**src/hdl/axi_chan_reg.sv**
```systemverilog
`timescale 1ns/1ps

module axi_chan_reg #(
    parameter type payload_t = logic
) (
    input  logic     clk,
    input  logic     rst,

    input  logic     in_valid_i,
    output logic     in_ready_o,
    input  payload_t in_data_i,

    output logic     out_valid_o,
    input  logic     out_ready_i,
    output payload_t out_data_o
);

    logic     out_valid_q;
    logic     skid_valid_q;
    payload_t out_data_q;
    payload_t skid_data_q;
    logic     in_fire;
    logic     out_free;

    // Ready only looks at the skid slot, so no path from out_ready_i
    assign in_ready_o = ~skid_valid_q;
    assign in_fire    = in_valid_i & in_ready_o;
    assign out_free   = ~out_valid_q | out_ready_i;

    always_ff @(posedge clk) begin
        if (rst) begin
            out_valid_q  <= 1'b0;
            skid_valid_q <= 1'b0;
        end else if (out_free) begin
            if (skid_valid_q) begin
                out_valid_q  <= 1'b1;
                skid_valid_q <= 1'b0;
            end else begin
                out_valid_q <= in_fire;
            end
        end else if (in_fire) begin
            // Output stalled, park the new item
            skid_valid_q <= 1'b1;
        end
    end

    always_ff @(posedge clk) begin
        if (out_free) begin
            if (skid_valid_q) begin
                out_data_q <= skid_data_q;
            end else if (in_fire) begin
                out_data_q <= in_data_i;
            end
        end else if (in_fire) begin
            skid_data_q <= in_data_i;
        end
    end

    assign out_valid_o = out_valid_q;
    assign out_data_o  = out_data_q;

    a_out_stable: assert property (@(posedge clk) disable iff (rst)
        out_valid_o && !out_ready_i |=> out_valid_o && $stable(out_data_o));

endmodule

```
**config.mk**
```make
export PLATFORM = sky130hd
export DESIGN_NAME = axi_chan_reg
export DESIGN_NICKNAME = d
export VERILOG_FILES = /design/src/hdl/axi_chan_reg.sv
export SDC_FILE = /design/constraint.sdc
export NUM_CORES = 1
export LEC_CHECK = 0
export BUFFER_PORTS_ARGS = -buffer_cell sky130_fd_sc_hd__buf_2
export CAP_MARGIN = 20
export CORE_AREA = 2 2 39 41
export CTS_CLUSTER_SIZE = 30
export DETAILED_ROUTE_END_ITERATION = 10
export DIE_AREA = 0 0 41 43
export SYNTH_ARGS = -nofsm -noshare
export SYNTH_HDL_FRONTEND = slang
export SYNTH_SLANG_ARGS = --single-unit
```
**constraint.sdc**
```tcl
create_clock -name clk -period 2.4 [get_ports clk]
set_clock_uncertainty 0.1 [all_clocks]
set_input_delay 0.72 -clock clk [delete_from_list [all_inputs] [get_ports clk]]
set_output_delay 0.72 -clock clk [all_outputs]
set_load 0.005 [all_outputs]
```
==> out/qor.csv <==
stage,metric,value,unit
run_status,status,completed,
clocking,Max Root-Sink Buffers,2,
sta,max-slew violations,0,
sta,Final period util,0.6837,
synth,register area share after synthesis,0.5970,
power,NetSw,38.43,uW
setup_path,R2R cell count,2,
sta,RSZ-0062 raised after global routing,false,
power,peak supply drop,0.1559,mV
setup_path,Worst setup EP type,primary output,
power,Clock power frac,0.500,
synth,Cell variety after synth,10,
detailed_routing,antenna-violating nets left,0,
global_routing,largest net degree at the start of global routing,5,
detailed_routing,routed len/inst,8.744,um
sta,post-route minimum period,1.641,ns
final_layout,Final nets,29,
clocking,total setup buffers inserted after CTS,0,
detailed_routing,via count,128,
min_path,WHS Path Cells,2,
min_path,end of the worst hold path,skid_valid_q,
floorplan,Core Area,1384,um^2
floorplan,chip height,43,um
floorplan,Initial Util,0.1212,
floorplan,row cnt,14,
setup_path,Critical Path Fanout Max,4,
synth,Syn Nets,17,
floorplan,io pins,8,
setup_path,Reg-to-Reg Start,out_valid_o,
final_layout,most frequent cells in the layout,"buf_2 (7), clkbuf_4 (3), edfxtp_1 (2), dfxtp_1 (2)",
sta,worst rel slew slack,0.8376,
clocking,CTS root buffer,clkbuf_4,
power,Leak,0.1015,nW
sta,Setup Viol. Count Final,0,
global_routing,initial antenna violation count,0,
power,Pwr Density,743.2,nW/um^2
final_layout,final core occ,0.1799,
floorplan,Die Width,41,um
detailed_routing,final WL,341,um
global_routing,first-pass GRT wire length,545,um
clocking,worst skew pair latency,0.24,ns
run,max-cap check violation count,0,
final_layout,share of cells above drive strength 1,0.6087,
global_routing,Total GRT Usage,0.05639,
setup_path,critical path arrival,0.82,ns
power,Comb power frac,0.081,
setup_path,kind of critical path,reg -> out,
sta,fmax,609.4,MHz
final_layout,P&R area growth vs syn,48.51,%
setup_path,Worst R2R End,skid_data_q,
clocking,clk slew on worst S/H paths,0.03,ns
power,register share of total power,0.419,
floorplan,die area,1763,um^2
sta,worst setup margin,0.7590,ns
synth,Yosys reg bits,4,
final_layout,"commonest non-fill, non-tap cell in the layout",buf_2,
global_routing,grt total ovfl,0,
final_layout,# fillers,154,
synth,Mean Syn Cell Area,13.97,um^2
setup_path,WP data required,1.58,ns
synth,Post-Syn Area,167.7,um^2
detailed_routing,vias per cell,3.282,
final_layout,Ant. Diodes,0,
sta,Total Neg Setup Slack,0,ns
place,"worst slack, placed",0.7587,ns
synth,Mapped Cells,12,
power,Internal Pwr Total,146.6,uW
detailed_routing,# DRC,0,
min_path,worst hold path type,reg -> reg,
detailed_routing,Iteration-0 DRC Markers,0,
setup_path,crit path launch type,register,
sta,Final Hold Viols,0,
synth,Synth Warn #,0,
clocking,CTS tree,yes,
clocking,post-CTS resize count,0,
place,I/O Buffers,7,
clocking,clk sinks,4,
power,Net Sw Frac,0.2077,
clocking,CTS Buf Count,3,
global_routing,vias in the first global route,133,
place,gpl congestion,0.6382,
setup_path,reg2reg setup slack,1.29,ns
clocking,H-tree Lvls,1,
clocking,hold buffers post-CTS,0,
detailed_routing,1st-pass router iterations,1,
min_path,hold path start,out_valid_o,
sta,Slew @ Worst Pin,0.2431,ns
## layer usage
metal  wire, um  vias to the layer above  part of all wire  GRT usage
met5          0                        -                 0          0
met4          0                        0                 0    0.06000
met3         67                        0              0.20    0.06806
met2        123                       10              0.36    0.04688
met1        150                       55              0.44    0.06169
li1           -                       63                 -          -
## sequential cells by signal, summed over array words and instances (netlist names)
name          flops
out_data_o        1
skid_data_q       1
skid_valid_q      1
out_valid_o       1
## through the flow
stage	std cells	cell area (um^2)	hold WS [ns]	power, mW
after global routing	39	249.0	0.4264	0.1992
after CTS	39	249.0	0.3985	0.1913
after floorplan	12	167.7	0.3848	0.08592
after detailed placement	35	222.7	0.3934	0.09390
after global placement	35	222.7	0.3954	0.09329
final	39	249.0	0.3964	0.1851
## cell families (layout without fill, tap and decap cells)
| family | Yosys count | in the layout | synth area share |
|---|---|---|---|
| and+or+nand+nor | 5 | 5 | 0.2612 |
| DFF | 4 | 4 | 0.5970 |
| AOI/OAI and AO/OA | 1 | 1 | 0.02982 |
| muxes | 1 | 1 | 0.08953 |
| buffers and inverters | 1 | 12 | 0.02237 |
## final cells by class
| cell class | instances | area [um^2] | share of cell area |
|---|---|---|---|
| clock buffers | 4 | 26.28 | 0.1055 |
| inverters | 1 | 3.754 | 0.01508 |
| multi-input cells | 7 | 63.81 | 0.2563 |
| flip-flops and latches | 4 | 100.1 | 0.4020 |
| well taps | 16 | 20.02 | 0.08040 |
| repair buffers | 7 | 35.03 | 0.1407 |
## cell usage after synthesis
| cell type | n | area share |
|---|---|---|
| a21oi_1 | 1 | 0.030 |
| dfxtp_1 | 2 | 0.24 |
| edfxtp_1 | 2 | 0.36 |
| inv_1 | 1 | 0.022 |
| mux2_4 | 1 | 0.090 |
| nand2b_4 | 1 | 0.082 |
| nor2_2 | 1 | 0.037 |
| nor2b_1 | 1 | 0.037 |
| nor3_2 | 1 | 0.060 |
| nor3b_1 | 1 | 0.045 |
## power groups by stage
stage | clock network (mW) | registers (mW) | logic, mW
final | 0.0924 | 0.0776 | 0.0150
after global routing | 0.104 | 0.0778 | 0.0169
after CTS | 0.0985 | 0.0776 | 0.0152
after detailed placement | 0 | 0.0787 | 0.0152
after global placement | 0 | 0.0787 | 0.0146
after floorplan | 0 | 0.0788 | 0.00713
## critical path: stages (launching register included)
cell and delay, ns:
dfxtp_1 0.41, inv_1 0.06, buf_2 0.12
## worst max-delay path by stage
stage,from,endpoint,cells after the start
final,skid_valid_q,in_ready_o,2
after detailed placement,out_ready_i,skid_data_q,3
after floorplan,out_ready_i,skid_data_q,2
after CTS,skid_valid_q,in_ready_o,2
after global placement,out_ready_i,skid_data_q,3
after global routing,skid_valid_q,in_ready_o,2
Note: power is estimated with default switching activity, not from simulation.
