===== src/common/mem_pkg.sv =====
package mem_pkg;

    // Memory side bus widths
    localparam int ADDR_W = 64;
    localparam int DATA_W = 64;
    localparam int STRB_W = DATA_W / 8;

    // Fetch addresses are zero-extended to ADDR_W at the arbiter
    localparam int FETCH_ADDR_W = 32;

    // Response codes
    localparam logic [1:0] RESP_OKAY   = 2'b00;
    localparam logic [1:0] RESP_SLVERR = 2'b10;

    // Read address
    typedef struct packed {
        logic [ADDR_W-1:0] addr;
    } ar_req_t;

    // Write address
    typedef struct packed {
        logic [ADDR_W-1:0] addr;
    } aw_req_t;

    // Write data with byte strobes
    typedef struct packed {
        logic [DATA_W-1:0] data;
        logic [STRB_W-1:0] strb;
    } w_req_t;

    // Read response
    typedef struct packed {
        logic [DATA_W-1:0] data;
        logic [1:0]        resp;
    } r_rsp_t;

    // Write response
    typedef struct packed {
        logic [1:0] resp;
    } b_rsp_t;

endpackage


===== src/arbiter/axi_arbiter.sv =====
`timescale 1ns/1ps

module axi_arbiter (
    input  logic                              clk,
    input  logic                              rst,

    // Fetch port, read only
    input  logic                              f_ar_valid_i,
    output logic                              f_ar_ready_o,
    input  logic [mem_pkg::FETCH_ADDR_W-1:0]  f_ar_addr_i,
    output logic                              f_r_valid_o,
    input  logic                              f_r_ready_i,
    output mem_pkg::r_rsp_t                   f_r_o,

    // Load/store port
    input  logic                              l_ar_valid_i,
    output logic                              l_ar_ready_o,
    input  mem_pkg::ar_req_t                  l_ar_i,
    input  logic                              l_aw_valid_i,
    output logic                              l_aw_ready_o,
    input  mem_pkg::aw_req_t                  l_aw_i,
    input  logic                              l_w_valid_i,
    output logic                              l_w_ready_o,
    input  mem_pkg::w_req_t                   l_w_i,
    output logic                              l_r_valid_o,
    input  logic                              l_r_ready_i,
    output mem_pkg::r_rsp_t                   l_r_o,
    output logic                              l_b_valid_o,
    input  logic                              l_b_ready_i,
    output mem_pkg::b_rsp_t                   l_b_o,

    // Memory side
    output logic                              m_ar_valid_o,
    input  logic                              m_ar_ready_i,
    output mem_pkg::ar_req_t                  m_ar_o,
    output logic                              m_aw_valid_o,
    input  logic                              m_aw_ready_i,
    output mem_pkg::aw_req_t                  m_aw_o,
    output logic                              m_w_valid_o,
    input  logic                              m_w_ready_i,
    output mem_pkg::w_req_t                   m_w_o,
    input  logic                              m_r_valid_i,
    output logic                              m_r_ready_o,
    input  mem_pkg::r_rsp_t                   m_r_i,
    input  logic                              m_b_valid_i,
    output logic                              m_b_ready_o,
    input  mem_pkg::b_rsp_t                   m_b_i
);

    typedef enum logic [1:0] {
        GNT_IDLE  = 2'd0,
        GNT_FETCH = 2'd1,
        GNT_LSU   = 2'd2
    } grant_t;

    grant_t grant_q;
    grant_t grant_d;
    logic   ar_done_q;
    logic   gnt_fetch;
    logic   gnt_lsu;
    logic   m_ar_fire;
    logic   m_r_fire;

    assign gnt_fetch = (grant_q == GNT_FETCH);
    assign gnt_lsu   = (grant_q == GNT_LSU);
    assign m_ar_fire = m_ar_valid_o & m_ar_ready_i;
    assign m_r_fire  = m_r_valid_i & m_r_ready_o;

    // Load/store wins when both ask in the same cycle
    always_comb begin
        grant_d = grant_q;
        case (grant_q)
            GNT_IDLE: begin
                if (l_ar_valid_i) begin
                    grant_d = GNT_LSU;
                end else if (f_ar_valid_i) begin
                    grant_d = GNT_FETCH;
                end
            end
            GNT_FETCH, GNT_LSU: begin
                if (m_r_fire) begin
                    grant_d = GNT_IDLE;
                end
            end
            default: grant_d = GNT_IDLE;
        endcase
    end

    always_ff @(posedge clk) begin
        if (rst) begin
            grant_q   <= GNT_IDLE;
            ar_done_q <= 1'b0;
        end else begin
            grant_q <= grant_d;
            // One address per grant
            if (m_r_fire) begin
                ar_done_q <= 1'b0;
            end else if (m_ar_fire) begin
                ar_done_q <= 1'b1;
            end
        end
    end

    // Read address, only the granted port is forwarded
    always_comb begin
        m_ar_valid_o = 1'b0;
        m_ar_o       = '0;
        if (gnt_lsu) begin
            m_ar_valid_o = l_ar_valid_i & ~ar_done_q;
            m_ar_o       = l_ar_i;
        end else if (gnt_fetch) begin
            m_ar_valid_o = f_ar_valid_i & ~ar_done_q;
            m_ar_o.addr  = {{(mem_pkg::ADDR_W - mem_pkg::FETCH_ADDR_W){1'b0}}, f_ar_addr_i};
        end
    end

    assign l_ar_ready_o = gnt_lsu & ~ar_done_q & m_ar_ready_i;
    assign f_ar_ready_o = gnt_fetch & ~ar_done_q & m_ar_ready_i;

    // Read response steering
    assign m_r_ready_o = (gnt_lsu & l_r_ready_i) | (gnt_fetch & f_r_ready_i);
    assign l_r_valid_o = gnt_lsu & m_r_valid_i;
    assign f_r_valid_o = gnt_fetch & m_r_valid_i;
    assign l_r_o       = gnt_lsu ? m_r_i : '0;
    assign f_r_o       = gnt_fetch ? m_r_i : '0;

    // Writes only come from load/store
    assign m_aw_valid_o = l_aw_valid_i;
    assign m_aw_o       = l_aw_i;
    assign l_aw_ready_o = m_aw_ready_i;
    assign m_w_valid_o  = l_w_valid_i;
    assign m_w_o        = l_w_i;
    assign l_w_ready_o  = m_w_ready_i;
    assign l_b_valid_o  = m_b_valid_i;
    assign l_b_o        = m_b_i;
    assign m_b_ready_o  = l_b_ready_i;

    a_grant_locked: assert property (@(posedge clk) disable iff (rst)
        m_r_valid_i && !m_r_ready_o |=> grant_q == $past(grant_q));

    // Memory never answers a read that nobody owns
    a_idle_no_rsp: assert property (@(posedge clk) disable iff (rst)
        grant_q == GNT_IDLE |-> !m_r_valid_i);

endmodule


===== config.mk =====
export PLATFORM = sky130hd
export DESIGN_NAME = axi_arbiter
export DESIGN_NICKNAME = d
export VERILOG_FILES = /design/src/common/mem_pkg.sv /design/src/arbiter/axi_arbiter.sv
export SDC_FILE = /design/constraint.sdc
export NUM_CORES = 1
export LEC_CHECK = 0
export ABC_AREA = 1
export BUFFER_PORTS_ARGS = -buffer_cell sky130_fd_sc_hd__buf_2
export CAP_MARGIN = 20
export CORE_AREA = 2 2 255 257
export CTS_CLUSTER_SIZE = 12
export DETAILED_ROUTE_END_ITERATION = 16
export DIE_AREA = 0 0 257 259
export PLACE_DENSITY = 0.32
export SLEW_MARGIN = 20
export SYNTH_ARGS = -nofsm -noshare
export SYNTH_HDL_FRONTEND = slang
export SYNTH_SLANG_ARGS = --single-unit

===== constraint.sdc =====
create_clock -name clk -period 1.6 [get_ports clk]
set_input_delay 0.32 -clock clk [delete_from_list [all_inputs] [get_ports clk]]
set_output_delay 0.32 -clock clk [all_outputs]
set_load 0.01 [all_outputs]

==> flow_metrics.py <==
metrics = {
    "global_routing": {
        "grt_pass1_wl_mm": 27.7,
        "overflow": 0,
        "grt_max_degree": 58,
        "grt_pass1_vias": 4237,
        "antenna_found_initial": 16,
        "grt_usage_pct": 5.84,
    },
    "timing": {
        "hold_ws_ps": 264,
        "max_slew_margin_pct": 76.1,
        "skew_ps": 1.02,
        "timing.final.crit_share_pct": 115,
        "layout_setup_ws_ps": -247,
        "fmax_mhz": 541,
        "rsz0062_at_grt": "true",
        "hold_viol": 0,
        "final_max_slew_viol_count": 0,
        "post-route-min-period_ps": 1850,
        "worst_pin_slew_ps": 359,
        "finalSetupViolations": 199,
    },
    "pwr": {
        "vdd_drop_max_mv": 0.673,
        "p_comb_share_pct": 92.2,
        "p_clk_share_pct": 5.9,
        "power_switching_mw": 3.54,
        "seqPwrFrac_pct": 1.9,
        "leakage_nw": 4.26,
        "power.density_nw_per_um2": 1140,
        "switching_share_pct": 51.2,
        "p_int_mw": 3.38,
    },
    "flow_run": {
        "maxCapViolCount": 0,
    },
    "synthesis": {
        "synth_fp_nets": 887,
        "syn_area_per_cell_um2": 5.31,
        "synth-seq-cells": 3,
        "syn_area_um2": 3030,
        "ys_types": 19,
        "yosysWarnings": 0,
        "netlist_instances": 570,
        "yosysSeqAreaShare_pct": 1.98,
    },
    "floorplan": {
        "rows": 93,
        "die_w_um": 257,
        "die_area_um2": 66600,
        "core_area_um2": 63900,
        "pin_count": 660,
        "start_util_pct": 4.74,
        "die_h_um": 259,
    },
    "layout": {
        "layout_common_cells": "buf_2, inv_1, nand2_1",
        "n_fill_cell": 7483,
        "instances_no_fill": 1672,
        "fin_area_um2": 6070,
        "area_delta_synth_final_pct": 101,
        "layout.nets": 1127,
        "layout_commonest_cell": "buf_2",
        "drive_above_1_share_pct": 63.0,
    },
    "critical_path": {
        "worstPathRequired_ps": 1280,
        "critPathTopFamily": "buffers and inverters",
        "max_stage_delay_ps": 320,
        "slowest_stage": "dfxtp_2",
        "cp_max_fo": 16,
        "worstPathCellList": "inv_2, ha_4, buf_12, nor2_8, buf_12, a22o_1, buf_2",
        "worst_setup_path_end_kind": "primary output",
        "startpoint_type": "flip-flop",
        "critical_path_arrival_ps": 1530,
        "path_buf_inv": 4,
        "crit_type": "reg2out",
        "cp_common_cell": "buf_12",
    },
    "outcome": {
        "status": "complete, but fails checks",
        "violations": "setup timing",
    },
    "drt": {
        "drc": 0,
        "first_pass_iters": 5,
        "wl_per_cell_um": 13.8,
        "wl_mm": 23.1,
        "drt-vias-per-instance": 2.57,
        "drtIter0Drc": 148,
        "drtAntennaViolNets": 0,
        "vias": 4291,
    },
    "cts": {
        "cts_tree": "done",
        "clkTransAtPathRegs_ps": 30,
        "cts_hold_buf": 0,
        "insertion_delay_ps": 230,
        "cts-root-buf": "clkbuf_16",
        "numCtsBuffers": 3,
        "htreeDepth": 1,
        "cts_sinks": 3,
        "clockBufferDepth": 2,
    },
    "hold_path": {
        "hp-class": "in2reg",
    },
    "placement": {
        "hpwl_mm": 16.3,
        "dp.cells": 1636,
        "placed_cell_area_um2": 4870,
        "pre_cts_slack_ps": -102,
        "io_buffers": 371,
        "gp_congestion": 0.831,
    },
}
-- cells by family (layout without fill, tap and decap cells) --
family | count (synthesis) | count (layout) | synth area share, %
other | 0 | 8 | 0
buffers and inverters | 343 | 582 | 62.6
adders and majority gates | 3 | 3 | 1.24
and+or+nand+nor | 185 | 185 | 24.1
DFF | 3 | 3 | 1.98
AOI/OAI and AO/OA | 36 | 36 | 10.0
-- per-stage QoR --
| step | setup TNS [ps] | utilization [%] | total power [mW] |
|---|---|---|---|
| global route | -45140 | 9.51 | 7.50 |
| floorplan | 0 | - | 2.94 |
| global placement | -489 | 7.62 | 4.49 |
| finish | -29280 | 9.51 | 6.91 |
| CTS | -34250 | 8.85 | 6.40 |
| detailed placement | -2080 | 7.62 | 4.48 |
-- sequential cells by signal (all words and copies together), names as in the netlist --
signal	count
ar_done_q	1
grant_q	2
-- power by group through the flow --
stage / clock, mW / combinational [mW] / sequential (mW)
global route: 0.428 / 6.94 / 0.133
finish: 0.409 / 6.38 / 0.129
detailed placement: 0 / 4.36 / 0.121
global placement: 0 / 4.37 / 0.119
floorplan: 0 / 2.83 / 0.114
CTS: 0.415 / 5.85 / 0.130
-- Yosys cell counts --
cell	number	area share, %
inv_2	1	0.12
o21ai_2	1	0.29
nor3_1	1	0.17
buf_2	9	1.5
ha_1	3	1.2
nand2_2	3	0.62
nand3_2	1	0.33
dfxtp_1	3	2.0
buf_4	157	39
inv_1	172	21
nor2_1	1	0.12
a22o_1	32	9.3
clkbuf_1	3	0.37
nor2_8	1	0.66
nand3_1	1	0.17
a21oi_1	3	0.50
buf_6	1	0.37
nand2_1	176	22
or2_1	1	0.21
-- path summary, 6_finish.rpt --
path,from,to,slack (ps),depth (start not counted)
hold / removal,rst,grant_q[1]$_SDFFE_PP0P_,260,2
setup / recovery,grant_q[0]$_SDFFE_PP0P_,m_ar_o[26],-250,7
hold reg to reg,grant_q[1]$_SDFFE_PP0P_,grant_q[1]$_SDFFE_PP0P_,490,2
setup reg to reg,grant_q[0]$_SDFFE_PP0P_,grant_q[1]$_SDFFE_PP0P_,100,10
-- layout make-up --
cell class                      count  area, µm²  share of cell area [%]
Timing Repair Buffer              405       2800                    46.0
Multi-Input combinational cell    224       1390                    22.9
Tap cell                          855       1070                    17.6
Inverter                          173        657                    10.8
Clock buffer                        4       78.8                    1.30
Sequential cell                     3       62.6                    1.03
Antenna cell                        8       20.0                   0.330
-- layer usage --
| layer | track usage [%] | share of wire [%] | vias to the layer above |
|---|---|---|---|
| met1 | 4.24 | 30 | 1826 |
| met2 | 11.3 | 48 | 408 |
| met4 | 4.59 | 7.6 | 12 |
| met5 | 0 | 0.32 | - |
| li1 | - | - | 1938 |
| met3 | 2.89 | 14 | 107 |
-- worst reg2reg max path: cells and delay by family, from the launching register on --
family          cells  cell delay (ps)
compound gates      1               50
fa+ha+maj           1              160
buf+inv             2              340
flops               1              320
simple gates        6              510
-- timing repair --
action,in CTS,in global routing
setup buffers,9,5
pin swaps,3,6
setup endpoints to repair,202,203
gates cloned,10,6
resized for setup,109,101
hold endpoints to repair,0,0
(Power assumes the default switching activity.)
